--- src/source/sb_pkg.sv ---
`default_nettype none

package sb_pkg;

    // One byte on the sideband wire
    typedef logic [7:0] sb_byte_t;

    // Frame layout is type byte, four payload bytes, then CRC
    localparam int FRAME_BODY_BYTES = 5;
    localparam int FRAME_IDX_BITS   = 3;
    localparam logic [FRAME_IDX_BITS-1:0] CRC_IDX = FRAME_IDX_BITS'(FRAME_BODY_BYTES);

    // Idle cycles inside a frame before it is dropped
    localparam int RX_GAP_LIMIT = 32;
    localparam int GAP_CNT_BITS = $clog2(RX_GAP_LIMIT);
    localparam logic [GAP_CNT_BITS-1:0] GAP_LAST = GAP_CNT_BITS'(RX_GAP_LIMIT - 1);

    localparam int NUM_LANES      = 64;
    localparam int ERR_COUNT_BITS = 16;

    // Message type codes
    localparam sb_byte_t MSG_PARAM_REQ = 8'h01;
    localparam sb_byte_t MSG_TRAIN_REQ = 8'h02;
    localparam sb_byte_t MSG_POWER_REQ = 8'h03;
    localparam sb_byte_t MSG_LANE_REQ  = 8'h04;

    localparam logic [1:0] POWER_L3 = 2'd3;   // Power ack after reset

    localparam sb_byte_t CRC8_POLY = 8'h07;

    // payload[7:0] is payload byte 1, first on the wire
    typedef struct packed {
        sb_byte_t    msg_type;
        logic [31:0] payload;
    } sb_msg_t;

    // CRC-8, MSB first, no reflection, zero seed
    function automatic sb_byte_t crc8_update(input sb_byte_t crc, input sb_byte_t data);
        sb_byte_t c;
        c = crc ^ data;
        for (int i = 0; i < 8; i++) begin
            if (c[7]) begin
                c = (c << 1) ^ CRC8_POLY;
            end else begin
                c = c << 1;
            end
        end
        return c;
    endfunction

endpackage

`default_nettype wire

--- src/source/sb_rx_deframer.sv ---
`timescale 1ns/1ps
`default_nettype none

module sb_rx_deframer (
    input  logic                              clk_sb,
    input  logic                              rst_n,
    input  sb_pkg::sb_byte_t                  sb_data_in,
    input  logic                              sb_valid_in,
    output logic                              sb_ready_out,
    output sb_pkg::sb_msg_t                   rx_msg,
    output logic                              rx_msg_valid,
    output logic [sb_pkg::ERR_COUNT_BITS-1:0] sb_error_count
);

    logic [sb_pkg::FRAME_IDX_BITS-1:0] byte_idx;   // Position of next byte in frame
    logic [sb_pkg::GAP_CNT_BITS-1:0]   gap_cnt;
    sb_pkg::sb_byte_t                  crc_q;
    sb_pkg::sb_msg_t                   msg_q;
    logic                              ready_q;
    logic                              xfer;
    logic                              crc_byte;
    logic                              gap_expired;
    logic                              err_inc;

    assign xfer     = sb_valid_in && ready_q;
    assign crc_byte = (byte_idx == sb_pkg::CRC_IDX);

    // Partial frame stalled for too long
    assign gap_expired = (byte_idx != '0) && !xfer && (gap_cnt == sb_pkg::GAP_LAST);

    assign err_inc = (xfer && crc_byte && (sb_data_in != crc_q)) || gap_expired;

    always_ff @(posedge clk_sb or negedge rst_n) begin
        if (!rst_n) begin
            byte_idx     <= '0;
            gap_cnt      <= '0;
            crc_q        <= '0;
            ready_q      <= 1'b0;
            rx_msg_valid <= 1'b0;
        end else begin
            ready_q      <= !(xfer && crc_byte);   // One dead cycle after each frame
            rx_msg_valid <= xfer && crc_byte && (sb_data_in == crc_q);
            if (xfer) begin
                gap_cnt <= '0;
                if (crc_byte) begin
                    byte_idx <= '0;
                    crc_q    <= '0;
                end else begin
                    byte_idx <= byte_idx + 1'b1;
                    crc_q    <= sb_pkg::crc8_update(crc_q, sb_data_in);
                end
            end else if (gap_expired) begin
                // Drop partial frame, next byte starts fresh
                byte_idx <= '0;
                crc_q    <= '0;
                gap_cnt  <= '0;
            end else if (byte_idx != '0) begin
                gap_cnt <= gap_cnt + 1'b1;
            end
        end
    end

    // Frame assembly
    always_ff @(posedge clk_sb) begin
        if (xfer) begin
            case (byte_idx)
                3'd0:    msg_q.msg_type       <= sb_data_in;
                3'd1:    msg_q.payload[7:0]   <= sb_data_in;
                3'd2:    msg_q.payload[15:8]  <= sb_data_in;
                3'd3:    msg_q.payload[23:16] <= sb_data_in;
                3'd4:    msg_q.payload[31:24] <= sb_data_in;
                default: ;                    // CRC byte is not stored
            endcase
        end
    end

    // Saturating error counter
    always_ff @(posedge clk_sb or negedge rst_n) begin
        if (!rst_n) begin
            sb_error_count <= '0;
        end else if (err_inc && (sb_error_count != '1)) begin
            sb_error_count <= sb_error_count + 1'b1;
        end
    end

    assign sb_ready_out = ready_q;
    assign rx_msg       = msg_q;

endmodule

`default_nettype wire

--- src/source/sb_msg_decoder.sv ---
`timescale 1ns/1ps
`default_nettype none

module sb_msg_decoder (
    input  logic                         clk_sb,
    input  logic                         rst_n,
    input  sb_pkg::sb_msg_t              rx_msg,
    input  logic                         rx_msg_valid,
    output logic [31:0]                  param_tx_data,
    output logic                         param_tx_valid,
    output logic [15:0]                  received_pattern,
    output logic                         training_complete,
    output logic [1:0]                   power_state_ack,
    output logic [sb_pkg::NUM_LANES-1:0] lane_enable_ack,
    output logic [7:0]                   width_ack
);

    logic [sb_pkg::NUM_LANES-1:0] lane_mask;
    logic                         is_param;
    logic                         is_train;

    assign is_param = rx_msg_valid && (rx_msg.msg_type == sb_pkg::MSG_PARAM_REQ);
    assign is_train = rx_msg_valid && (rx_msg.msg_type == sb_pkg::MSG_TRAIN_REQ);

    // Thermometer mask from lane count, saturates above NUM_LANES
    always_comb begin
        for (int i = 0; i < sb_pkg::NUM_LANES; i++) begin
            lane_mask[i] = (i < rx_msg.payload[7:0]);
        end
    end

    always_ff @(posedge clk_sb or negedge rst_n) begin
        if (!rst_n) begin
            param_tx_valid    <= 1'b0;
            training_complete <= 1'b0;
            power_state_ack   <= sb_pkg::POWER_L3;
            lane_enable_ack   <= '0;
            width_ack         <= '0;
        end else begin
            param_tx_valid    <= is_param;   // Single-cycle strobes
            training_complete <= is_train && (rx_msg.payload[23:16] == 8'h01);
            if (rx_msg_valid) begin
                case (rx_msg.msg_type)
                    sb_pkg::MSG_POWER_REQ: power_state_ack <= rx_msg.payload[1:0];
                    sb_pkg::MSG_LANE_REQ: begin
                        width_ack       <= rx_msg.payload[7:0];
                        lane_enable_ack <= lane_mask;
                    end
                    default: ;   // Unknown types leave state alone
                endcase
            end
        end
    end

    // Data captured alongside the strobes
    always_ff @(posedge clk_sb) begin
        if (is_param) begin
            param_tx_data <= rx_msg.payload;
        end
        if (is_train) begin
            received_pattern <= rx_msg.payload[15:0];   // Payload bytes 2 and 1
        end
    end

endmodule

`default_nettype wire

--- src/source/sb_tx_framer.sv ---
`timescale 1ns/1ps
`default_nettype none

module sb_tx_framer (
    input  logic             clk_sb,
    input  logic             rst_n,
    input  sb_pkg::sb_msg_t  tx_msg,
    input  logic             tx_start,
    output logic             tx_busy,
    output sb_pkg::sb_byte_t sb_data,
    output logic             sb_valid,
    input  logic             sb_ready
);

    logic [sb_pkg::FRAME_IDX_BITS-1:0] byte_idx;
    sb_pkg::sb_byte_t                  crc_q;
    sb_pkg::sb_msg_t                   msg_q;
    logic                              busy_q;
    logic                              xfer;
    logic                              start_ok;

    assign xfer     = busy_q && sb_ready;
    assign start_ok = tx_start && !busy_q;   // Start while busy is dropped

    always_ff @(posedge clk_sb or negedge rst_n) begin
        if (!rst_n) begin
            busy_q   <= 1'b0;
            byte_idx <= '0;
            crc_q    <= '0;
        end else if (start_ok) begin
            busy_q   <= 1'b1;
            byte_idx <= '0;
            crc_q    <= '0;
        end else if (xfer) begin
            if (byte_idx == sb_pkg::CRC_IDX) begin
                busy_q   <= 1'b0;   // CRC byte gone, frame done
                byte_idx <= '0;
            end else begin
                byte_idx <= byte_idx + 1'b1;
                crc_q    <= sb_pkg::crc8_update(crc_q, sb_data);
            end
        end
    end

    // Message held for the whole frame
    always_ff @(posedge clk_sb) begin
        if (start_ok) begin
            msg_q <= tx_msg;
        end
    end

    // Byte select, stable while the sink stalls
    always_comb begin
        case (byte_idx)
            3'd0:    sb_data = msg_q.msg_type;
            3'd1:    sb_data = msg_q.payload[7:0];
            3'd2:    sb_data = msg_q.payload[15:8];
            3'd3:    sb_data = msg_q.payload[23:16];
            3'd4:    sb_data = msg_q.payload[31:24];
            default: sb_data = crc_q;
        endcase
    end

    assign sb_valid = busy_q;
    assign tx_busy  = busy_q;

endmodule

`default_nettype wire

--- src/source/sideband_engine.sv ---
`timescale 1ns/1ps
`default_nettype none

module sideband_engine (
    input  logic                              clk_sb,
    input  logic                              rst_n,
    input  sb_pkg::sb_byte_t                  sb_data_in,
    input  logic                              sb_valid_in,
    output logic                              sb_ready_out,
    input  sb_pkg::sb_msg_t                   tx_msg,
    input  logic                              tx_start,
    output logic                              tx_busy,
    output sb_pkg::sb_byte_t                  sb_data,
    output logic                              sb_valid,
    input  logic                              sb_ready,
    output logic [31:0]                       param_tx_data,
    output logic                              param_tx_valid,
    output logic [15:0]                       received_pattern,
    output logic                              training_complete,
    output logic [1:0]                        power_state_ack,
    output logic [sb_pkg::NUM_LANES-1:0]      lane_enable_ack,
    output logic [7:0]                        width_ack,
    output logic [sb_pkg::ERR_COUNT_BITS-1:0] sb_error_count
);

    sb_pkg::sb_msg_t rx_msg;         // Frame from deframer
    logic            rx_msg_valid;   // Good CRC strobe

    sb_rx_deframer i_sb_rx_deframer (
        .clk_sb         (clk_sb),
        .rst_n          (rst_n),
        .sb_data_in     (sb_data_in),
        .sb_valid_in    (sb_valid_in),
        .sb_ready_out   (sb_ready_out),
        .rx_msg         (rx_msg),
        .rx_msg_valid   (rx_msg_valid),
        .sb_error_count (sb_error_count)
    );

    sb_msg_decoder i_sb_msg_decoder (
        .clk_sb            (clk_sb),
        .rst_n             (rst_n),
        .rx_msg            (rx_msg),
        .rx_msg_valid      (rx_msg_valid),
        .param_tx_data     (param_tx_data),
        .param_tx_valid    (param_tx_valid),
        .received_pattern  (received_pattern),
        .training_complete (training_complete),
        .power_state_ack   (power_state_ack),
        .lane_enable_ack   (lane_enable_ack),
        .width_ack         (width_ack)
    );

    sb_tx_framer i_sb_tx_framer (
        .clk_sb   (clk_sb),
        .rst_n    (rst_n),
        .tx_msg   (tx_msg),
        .tx_start (tx_start),
        .tx_busy  (tx_busy),
        .sb_data  (sb_data),
        .sb_valid (sb_valid),
        .sb_ready (sb_ready)
    );

endmodule

`default_nettype wire

--- config.mk ---
export PLATFORM = sky130hd
export DESIGN_NAME = sideband_engine
export DESIGN_NICKNAME = d
export VERILOG_FILES = /design/src/source/sb_pkg.sv /design/src/source/sb_rx_deframer.sv /design/src/source/sb_msg_decoder.sv /design/src/source/sb_tx_framer.sv /design/src/source/sideband_engine.sv
export SDC_FILE = /design/constraint.sdc
export NUM_CORES = 1
export LEC_CHECK = 0
export BUFFER_PORTS_ARGS = -buffer_cell sky130_fd_sc_hd__buf_2
export CAP_MARGIN = 25
export CORE_AREA = 4 4 179 138
export DETAILED_ROUTE_END_ITERATION = 8
export DIE_AREA = 0 0 183 142
export PLACE_DENSITY = 0.67
export REMOVE_ABC_BUFFERS = 1
export SLEW_MARGIN = 20
export SYNTH_ARGS = -nofsm -noshare
export SYNTH_HDL_FRONTEND = slang
export SYNTH_SLANG_ARGS = --single-unit
--- constraint.sdc ---
create_clock -name clk_sb -period 8.3 [get_ports clk_sb]
set_clock_uncertainty 0.15 [all_clocks]
set_input_delay 0.83 -clock clk_sb [delete_from_list [all_inputs] [get_ports clk_sb]]
set_output_delay 0.83 -clock clk_sb [all_outputs]
set_load 0.01 [all_outputs]
==> metrics.md, run 1 <==
| Metric | Value |
|---|---|
| Status | complete, no violations |
| Buf/Inv on CP | 2 |
| # rows | 48 |
| Worst Reg-to-Reg Cells | 9 |
| Vias in the first global route | 6785 |
| Core footprint | 0.0228 sq mm |
| Slew at the pin closest to its max-slew limit | 0.970 ns |
| WP data arrival | 3.07 ns |
| First-pass GRT wire length | 39.1 mm |
| Reg2reg end | i_sb_tx_framer.crc_q[2] |
| Setup Buffers After CTS | 0 |
| Final setup violation count | 0 |
| Period utilization | 0.488 |
| Die ar. | 0.0260 sq mm |
| Post-synth ARST share | 0.488 |
| Critical Path Fanout Max | 23 |
| Fraction of final layout cells sized beyond drive strength 1 | 0.276 |
| Total CTS buffers | 25 |
| Reg2reg setup slack | 4.69 ns |
| CP most frequent cell | a21oi_1 |
| First drt pass iteration count | 5 |
| Yosys top cell by area | edfxtp_1 |
| Top cell type's share of synthesized area | 0.377 |
| Most common cell in the netlist | edfxtp_1 |
| Rel. slew slack | 0.353 |
| RSZ-0062 raised after global routing | no |
| Sink Count | 250 |
| I/O Buffers | 203 |
| Area growth, synth to finish | 20.5% |
| Top cells by count, synth | edfxtp_1 (128), dfrtp_1 (120), nand2_1 (104) |
| Peak supply drop | 0.000139 V |
| Setup TNS | 0 ns |
| Final wirelength | 25.0 mm |
| Via count | 7025 |
| Total Routing Usage GR | 0.189 |
| Worst stage delay on the critical path | 0.79 ns |
| Post-Synthesis Cell Area | 0.0102 sq mm |
| EDFF count, synth | 128 |
| Max Fclk | 247 MHz |
| Die width | 183 um |
| I/O Pins | 204 |
| Largest net degree at the start of global routing | 75 |
| Post-cts sizing count | 0 |
| Sequential share of the synthesized area | 0.676 |
| Gpl congestion | 0.852 |
| Hold Crit Class | in2async |
| 1st-iter DRT viols | 658 |
| CTS Buffer Depth | 3 |
| CP endpoint kind | output pin |
| Starting density of the core | 0.447 |
| Htree depth | 1 |
| Crit path required time | 7.32 ns |
| R2r startpoint | i_sb_tx_framer.byte_idx[2] |
| Library cells used by synthesis | 67 |
| Leakage | 5.41 nW |
| PwrDens | 295 mW/mm^2 |
| Primary FF master, synth | edfxtp_1 |
| Max-slew violations | 0 |
| Fin util | 0.539 |
| Count of mapped cells out of synthesis | 807 |
| Final hold viol count | 0 |
| Hold Buf Count CTS | 0 |
| Syn. warnings | 0 |
| Period minus WS final | 4.05 ns |
| Critical path launch point type | register |
| CTS clk-pin slew, worst paths | 0.06 ns |
| Hold Slack | 0.257 ns |
| CP Class | reg2out |
| Nets | 1066 |
| Critical path's slowest cell | dfrtp_1 |
| Initial antenna violation count | 1 |
| Avg Cell Area, Syn | 12.6 sq um |
| Main area contributors after synthesis | edfxtp_1 (38%), dfrtp_1 (29%), nand2_1 (3.8%), xnor2_1 (3.0%), o21ai_0 (2.3%) |
| DP HPWL | 17.3 mm |
| Vias per cell | 5.31 |
| Crit-path cells | inv_1 -> ha_1 -> a21oi_1 -> nor2_1 -> a21oi_1 -> buf_2 |
| N_diodes | 0 |
| DR WL/cell | 18.9 um |
| Root Driver | clkbuf_16 |
| Critical path's top delay family | flip-flops |
| CTS tree | built |
| CP Launch Point | i_sb_tx_framer.byte_idx[2] |
| DR DRC count | 0 |
| Max-Cap Viols | 0 |
| Vert. Die Dim | 142 um |
| Final ANT Viol Nets | 0 |
| Grt ovf | 0 |
| Synth Register Bits | 250 |
| Worst skew pair latency | 0.52 ns |
state kept, by name, summed over array words and instances, names as in the netlist:
name and cells:
i_sb_msg_decoder.param_tx_valid 1, i_sb_msg_decoder.power_state_ack 2, i_sb_msg_decoder.param_tx_data 32, i_sb_rx_deframer.rx_msg_valid 1, i_sb_rx_deframer.rx_msg 40, i_sb_tx_framer.byte_idx 3
i_sb_tx_framer.msg_q 40, i_sb_tx_framer.sb_valid 1, i_sb_msg_decoder.width_ack 8, i_sb_tx_framer.crc_q 8, i_sb_msg_decoder.training_complete 1, i_sb_msg_decoder.received_pattern 16
i_sb_msg_decoder.lane_enable_ack 64, i_sb_rx_deframer.sb_ready_out 1, i_sb_rx_deframer.byte_idx 3, i_sb_rx_deframer.gap_cnt 5, i_sb_rx_deframer.sb_error_count 16, i_sb_rx_deframer.crc_q 8
worst max-delay path by stage:
stage	cells past startpoint	endpoint	slack (ns)
after detailed placement	9	i_sb_tx_framer.crc_q[2]	4.76
after global placement	9	i_sb_tx_framer.crc_q[2]	4.90
final	6	sb_data[2]	4.25
after global routing	6	sb_data[2]	4.06
after CTS	6	sb_data[2]	4.29
after floorplan	6	i_sb_msg_decoder.lane_enable_ack[39]	1.05
layout by cell type, fill, tap and decap left out, types with 5 or more instances in the layout:
master | synthesis | routed
nor3_1 | 11 | 11
o21ai_0 | 46 | 46
o31ai_1 | 5 | 5
xor2_1 | 10 | 10
and2_1 | 6 | 6
inv_1 | 9 | 9
a22o_1 | 13 | 13
nor2_1 | 59 | 59
buf_2 | 6 | 202
clkbuf_1 | 33 | 6
mux2i_1 | 5 | 5
nand3b_1 | 8 | 8
ha_1 | 8 | 8
edfxtp_1 | 128 | 128
xnor2_1 | 35 | 35
mux2_2 | 5 | 5
buf_4 | 1 | 13
a31oi_1 | 21 | 21
and3_1 | 8 | 8
nand4_1 | 6 | 6
clkbuf_16 | 0 | 25
a21o_1 | 8 | 8
nand3_1 | 44 | 44
dfrtp_1 | 120 | 120
a21oi_1 | 31 | 31
nand2_1 | 104 | 104
where the power goes:
part	switching [mW]	internal (mW)	total, mW	leakage (nW)
sequential	0.146	1.43	1.57	2.81
clock	0.462	0.619	1.08	0.370
combinational	0.523	0.453	0.976	2.24
total	1.13	2.50	3.63	5.41
stage by stage:
| step | setup WS [ns] | cells | instance area [sq um] | power, mW |
|---|---|---|---|---|
| floorplan | 1.05 | 763 | 10000 | 2.30 |
| global placement | 4.90 | 1278 | 11500 | 2.56 |
| detailed placement | 4.76 | 1278 | 11500 | 2.58 |
| CTS | 4.29 | 1324 | 12300 | 3.66 |
| global route | 4.06 | 1324 | 12300 | 3.85 |
| finish | 4.25 | 1324 | 12300 | 3.63 |
metal layers:
metal / vias up / track usage / routed length (um)
met4: 2 / 0.0451 / 550
met1: 3441 / 0.294 / 11700
met3: 33 / 0.0307 / 1680
met5: - / 0 / 7
li1: 3309 / - / -
met2: 240 / 0.280 / 11100
layout make-up:
cell class / count / area (sq um)
fill: 1969 / 10500
sequential: 250 / 6900
multi-input combinational: 504 / 3100
timing repair buffer: 215 / 1110
clock buffer: 31 / 648
tap: 300 / 375
clock inverter: 15 / 136
inverter: 9 / 33.8
cell families (layout without fill, tap and decap cells):
kind of cell	count (synthesis)	count (layout)	synth area share
and+or+nand+nor	283	283	0.134
muxes	12	12	0.0134
AOI/OAI and AO/OA	152	152	0.0981
xor gates and xnor gates	49	49	0.0462
DFF	250	250	0.676
adders and majority gates	8	8	0.00981
buffers and inverters	53	270	0.0228
Power figures use the tool's default switching activity.
==> inputs of run 2 (changes only) <==
- PLACE_DENSITY: 0.67 -> 0.69
- clock period: 8.3 -> 3.72 ns (I/O delays scaled with it)
==> run 2 against run 1 <==
Effect of this change: non-clock buffer count up 50; core utilization up 2.9 points; critical path depth up 4; combinational power up 140%; sequential share of layout area down 2.9 points; sequential cell count unchanged; largest power group unchanged; global-route usage up 0.56 points; hold slack worse by 0.23 ns; register-to-register slack worse by 4.0 ns.
==> metrics.md, run 2 (synthesis results as in run 1) <==
| Metric | Value |
|---|---|
| Crit path required time | 4.02 ns |
| Grt ovf | 0 |
| Worst skew pair latency | 0.53 ns |
| Rel. slew slack | 0.399 |
| Final hold viol count | 0 |
| CTS clk-pin slew, worst paths | 0.06 ns |
| Fin util | 0.568 |
| Gpl congestion | 0.806 |
| Largest net degree at the start of global routing | 59 |
| Area growth, synth to finish | 27.1% |
| Final setup violation count | 0 |
| Vias in the first global route | 6922 |
| Clock Power Share | 0.317 |
| PwrDens | 656 mW/mm^2 |
| Commonest cells after routing, fill and taps aside | buf_2 (202), edfxtp_1 (128), dfrtp_1 (120) |
| R2r startpoint | i_sb_tx_framer.byte_idx[0] |
| Sequential power share | 0.403 |
| Via count | 7325 |
| # rows | 48 |
| Initial antenna violation count | 0 |
| Commonest non-fill, non-tap cell in the layout | buf_2 |
| Max Fclk | 331 MHz |
| Die width | 183 um |
| Starting density of the core | 0.447 |
| First drt pass iteration count | 6 |
| Post-route cell area | 0.0130 sq mm |
| CP Launch Point | i_sb_tx_framer.byte_idx[0] |
| Sink Count | 250 |
| Placed cells | 1282 |
| Root Driver | clkbuf_16 |
| Htree depth | 1 |
| 1st-iter DRT viols | 743 |
| WP data arrival | 3.33 ns |
| Period minus WS final | 3.02 ns |
| Vert. Die Dim | 142 um |
| DR DRC count | 0 |
| CTS Buffer Depth | 3 |
| CTS tree | built |
| Status | complete, no violations |
| Period utilization | 0.813 |
| Hold_sp | sb_data_in[4] |
| Final Non-Filler Cells | 1380 |
| Peak supply drop | 0.000316 V |
| Max reg flops | 64 |
| Switching Share | 0.309 |
| RSZ-0062 raised after global routing | no |
| CP Class | reg2reg |
| Power Total | 8.51 mW |
| First-pass GRT wire length | 40.0 mm |
| Final wirelength | 26.1 mm |
| Post-cts sizing count | 0 |
| CP endpoint kind | register |
| Combinational group share of total power | 0.281 |
| Hold Slack | 0.0304 ns |
| P_int | 5.88 mW |
| Max-slew violations | 0 |
| DR WL/cell | 18.9 um |
| DP HPWL | 17.4 mm |
| Total CTS buffers | 27 |
| I/O Buffers | 203 |
| Biggest register | i_sb_msg_decoder.lane_enable_ack |
| Vias per cell | 5.31 |
| Hold Crit Class | in2reg |
| Fraction of final layout cells sized beyond drive strength 1 | 0.270 |
| Net load switching power | 2.63 mW |
| Critical Path Fanout Max | 10 |
| Placed cell area | 0.0116 sq mm |
| Final ANT Viol Nets | 0 |
| I/O Pins | 204 |
| Total Routing Usage GR | 0.195 |
| Critical path launch point type | register |
| Nets | 1118 |
| Leakage | 5.73 nW |
| Core footprint | 0.0228 sq mm |
| Die ar. | 0.0260 sq mm |
| Max-Cap Viols | 0 |
| Slew at the pin closest to its max-slew limit | 0.901 ns |
## run 2: path summary, 6_finish.rpt
check                      cells past startpoint  slack, ns                                   to
max                                           10       0.70              i_sb_tx_framer.crc_q[2]
min                                            1       0.03          i_sb_rx_deframer.rx_msg[12]
max reg2reg                                   10       0.70              i_sb_tx_framer.crc_q[2]
min reg2reg                                    0       0.26   i_sb_msg_decoder.param_tx_data[24]
max in group asynchronous                      3       2.39  i_sb_msg_decoder.power_state_ack[0]
min in group asynchronous                      2       0.26      i_sb_msg_decoder.param_tx_valid
## run 2: power groups by stage
stage | Sequential (mW) | Clock [mW] | Combinational, mW
2_1_floorplan | 3.46 | 0 | 1.66
3_3_place_gp | 3.46 | 0 | 2.29
3_5_place_dp | 3.47 | 0 | 2.32
4_1_cts | 3.41 | 2.77 | 2.37
5_1_grt | 3.46 | 2.88 | 2.64
6_report | 3.43 | 2.69 | 2.39
## run 2: critical path: stages (launching register included)
cell	delay (ns)
dfrtp_1	0.37
nand2_1	0.10
inv_1	0.06
ha_1	0.33
and2_1	0.25
or3_1	0.35
o311ai_4	0.32
xnor3_1	0.36
xnor3_1	0.23
or3_1	0.33
o21ai_0	0.09
## run 2: layout make-up
class | count | area, sq um
tap | 300 | 375
clock buffer | 40 | 791
multi-input combinational | 504 | 3120
fill | 1889 | 9850
antenna | 2 | 5.00
clock inverter | 10 | 120
inverter | 9 | 33.8
sequential | 250 | 6900
timing repair buffer | 265 | 1620
## run 2: metrics by stage
step | worst slack, ns | TNS (ns)
2_1_floorplan | -3.53 | -142.45
3_3_place_gp | 0.865 | 0
3_5_place_dp | 0.729 | 0
4_1_cts | 0.702 | 0
5_1_grt | 0.560 | 0
6_report | 0.696 | 0
## run 2: layer usage
metal | vias to the layer above | share of wire | GRT usage
met3 | 46 | 0.070 | 0.0314
li1 | 3422 | - | -
met4 | 0 | 0.027 | 0.0541
met2 | 287 | 0.45 | 0.290
met5 | - | 0 | 0
met1 | 3570 | 0.45 | 0.299
## run 2: repair_timing
action	CTS	global route
hold buffers	46	0
setup buffers	0	0
hold endpoints to repair	96	0
==> inputs of run 3 (changes only) <==
- PLACE_DENSITY: 0.69 -> 0.67
- clock period: 3.72 -> 3.1 ns (I/O delays scaled with it)
==> run 3 against run 2 <==
Effect of this change: cell count grew 0.51%; register-to-register slack worse by 0.36 ns; sequential cell count unchanged; critical path type is now reg2out; critical endpoint is now sb_data[2]; highest routed layer unchanged.
==> metrics.md, run 3 (synthesis results as in run 1) <==
| Metric | Value |
|---|---|
| Status | complete, no violations |
| Seq. cell area | 0.00690 sq mm |
| Slew at the pin closest to its max-slew limit | 0.881 ns |
| DR WL/cell | 18.8 um |
| Post-cts sizing count | 0 |
| N_diodes | 0 |
| Area growth, synth to finish | 26.5% |
| Final hold viol count | 0 |
| Post-Place Setup Slack | 0.321 ns |
| Worst stage delay on the critical path | 0.36 ns |
| Post-route cell area | 0.0129 sq mm |
| Vias per cell | 5.27 |
| PwrDens | 763 mW/mm^2 |
| WL met1 | 12.0 mm |
| First-pass GRT wire length | 40.9 mm |
| Max reg flops | 64 |
| Biggest register | i_sb_msg_decoder.lane_enable_ack |
| Period utilization | 0.908 |
| Worst Reg-to-Reg Cells | 8 |
| Period minus WS final | 2.81 ns |
| Total CTS buffers | 25 |
| WP data arrival | 2.35 ns |
| Critical path's top delay family | compound AO/OA/AOI/OAI gates |
| Die width | 183 um |
| DP HPWL | 17.5 mm |
| First drt pass iteration count | 5 |
| Crit-path cells | buf_4 -> nor2b_2 -> a2bb2oi_1 -> o21ai_0 -> nor2_1 -> a21oi_1 -> buf_2 |
| # rows | 48 |
| RSZ-0062 raised after global routing | no |
| Top routing layer used | met4 |
| Worst-case hold path end point | i_sb_tx_framer.byte_idx[1] |
| DR DRC count | 0 |
| Vias in the first global route | 6972 |
| Largest net degree at the start of global routing | 70 |
| Via count | 7315 |
| Final ANT Viol Nets | 0 |
| Crit path required time | 2.64 ns |
| Final wirelength | 26.1 mm |
| Die ar. | 0.0260 sq mm |
| Leakage | 5.69 nW |
| Fin util | 0.565 |
| Total Routing Usage GR | 0.197 |
| Gpl congestion | 0.829 |
| Critical path launch point type | register |
| Met2 routed WL | 11.5 mm |
| Multi-input gate area | 0.00310 sq mm |
| Hold_sp | tx_start |
| Max Fclk | 355 MHz |
| 1st-iter DRT viols | 557 |
| Max-Cap Viols | 0 |
| Max-slew violations | 0 |
| Critical Path Fanout Max | 22 |
| Root Driver | clkbuf_16 |
| CTS Buffer Depth | 3 |
| Peak supply drop | 0.000387 V |
| Rel. slew slack | 0.413 |
| R2r startpoint | i_sb_rx_deframer.gap_cnt[0] |
| I/O Pins | 204 |
| Post-route setup slack | 0.286 ns |
| Filler cells | 1924 |
| CP Class | reg2out |
| CTS clk-pin slew, worst paths | 0.06 ns |
| Worst skew pair latency | 0.51 ns |
| Starting density of the core | 0.447 |
| Vert. Die Dim | 142 um |
| Reg2reg end | i_sb_rx_deframer.sb_error_count[11] |
| Grt ovf | 0 |
| Commonest non-fill, non-tap cell in the layout | buf_2 |
| CTS tree | built |
| Critical path's slowest cell | o21ai_0 |
| Sink Count | 250 |
| Nets | 1130 |
| Fraction of final layout cells sized beyond drive strength 1 | 0.269 |
| Final setup violation count | 0 |
| CP endpoint kind | output pin |
| Commonest cells after routing, fill and taps aside | buf_2 (202), edfxtp_1 (128), dfrtp_1 (120) |
| I/O Buffers | 203 |
| Reg2reg setup slack | 0.34 ns |
| WL met3 | 1.96 mm |
| Buf/Inv on CP | 2 |
| Htree depth | 1 |
| Hold Crit Depth | 4 |
| Initial antenna violation count | 0 |
| Core footprint | 0.0228 sq mm |
| Hold Crit Class | in2reg |
| Placed cell area | 0.0116 sq mm |
-- run 3: worst max path at each step --
stage | endpoint | slack (ns) | cells past startpoint | from
final | sb_data[2] | 0.29 | 7 | i_sb_tx_framer.byte_idx[0]
after global routing | i_sb_rx_deframer.sb_error_count[11] | 0.11 | 8 | i_sb_rx_deframer.gap_cnt[0]
after CTS | sb_data[2] | 0.31 | 9 | i_sb_tx_framer.byte_idx[1]
after detailed placement | i_sb_rx_deframer.sb_error_count[11] | 0.32 | 8 | i_sb_rx_deframer.gap_cnt[0]
after global placement | i_sb_rx_deframer.sb_error_count[11] | 0.35 | 10 | sb_data_in[3]
after floorplan | i_sb_msg_decoder.lane_enable_ack[39] | -4.15 | 6 | i_sb_rx_deframer.rx_msg[35]
-- run 3: power breakdown --
| part | internal, mW | leakage [nW] | total [mW] | switching, mW |
|---|---|---|---|---|
| sequential | 3.82 | 2.81 | 4.09 | 0.267 |
| clock | 1.63 | 0.368 | 2.86 | 1.23 |
| combinational | 1.31 | 2.52 | 2.90 | 1.60 |
-- run 3: final cells by class --
class,count,share of cell area
tap,300,0.0291
inverter,9,0.00262
multi-input combinational,504,0.240
clock inverter,7,0.00485
clock buffer,38,0.0539
sequential,250,0.535
timing repair buffer,279,0.135
-- run 3: worst reg2reg max path: stages (launching register included) --
cell and delay, ns:
dfrtp_1 0.41, ha_1 0.20, and3_1 0.16, ha_1 0.33, a32oi_1 0.26, a31oi_2 0.43, nand4_1 0.33, nor3_1 0.27
xor2_1 0.16
-- run 3: timing repair --
action                                  4_1_cts  5_1_grt
endpoints found under the hold margin       200        0
endpoints found under the setup margin        0        0
setup buffers                                 0        0
hold buffers                                 51        0
-- run 3: stage by stage --
| step | instances | setup TNS, ns | hold WS [ns] | power [mW] |
|---|---|---|---|---|
| floorplan | 763 | -190.24 | -0.136 | 6.15 |
| global placement | 1291 | 0 | 0.0909 | 6.95 |
| detailed placement | 1291 | 0 | 0.0915 | 6.98 |
| CTS | 1387 | 0 | 0.0419 | 9.91 |
| global route | 1387 | 0 | 0.0930 | 10.4 |
| finish | 1387 | 0 | 0.0545 | 9.85 |
-- run 3: per-layer routing --
layer,global-route usage,vias to the layer above
li1,-,3446
met1,0.307,3540
met2,0.289,289
met3,0.0353,40
met4,0.0521,0
met5,0,-
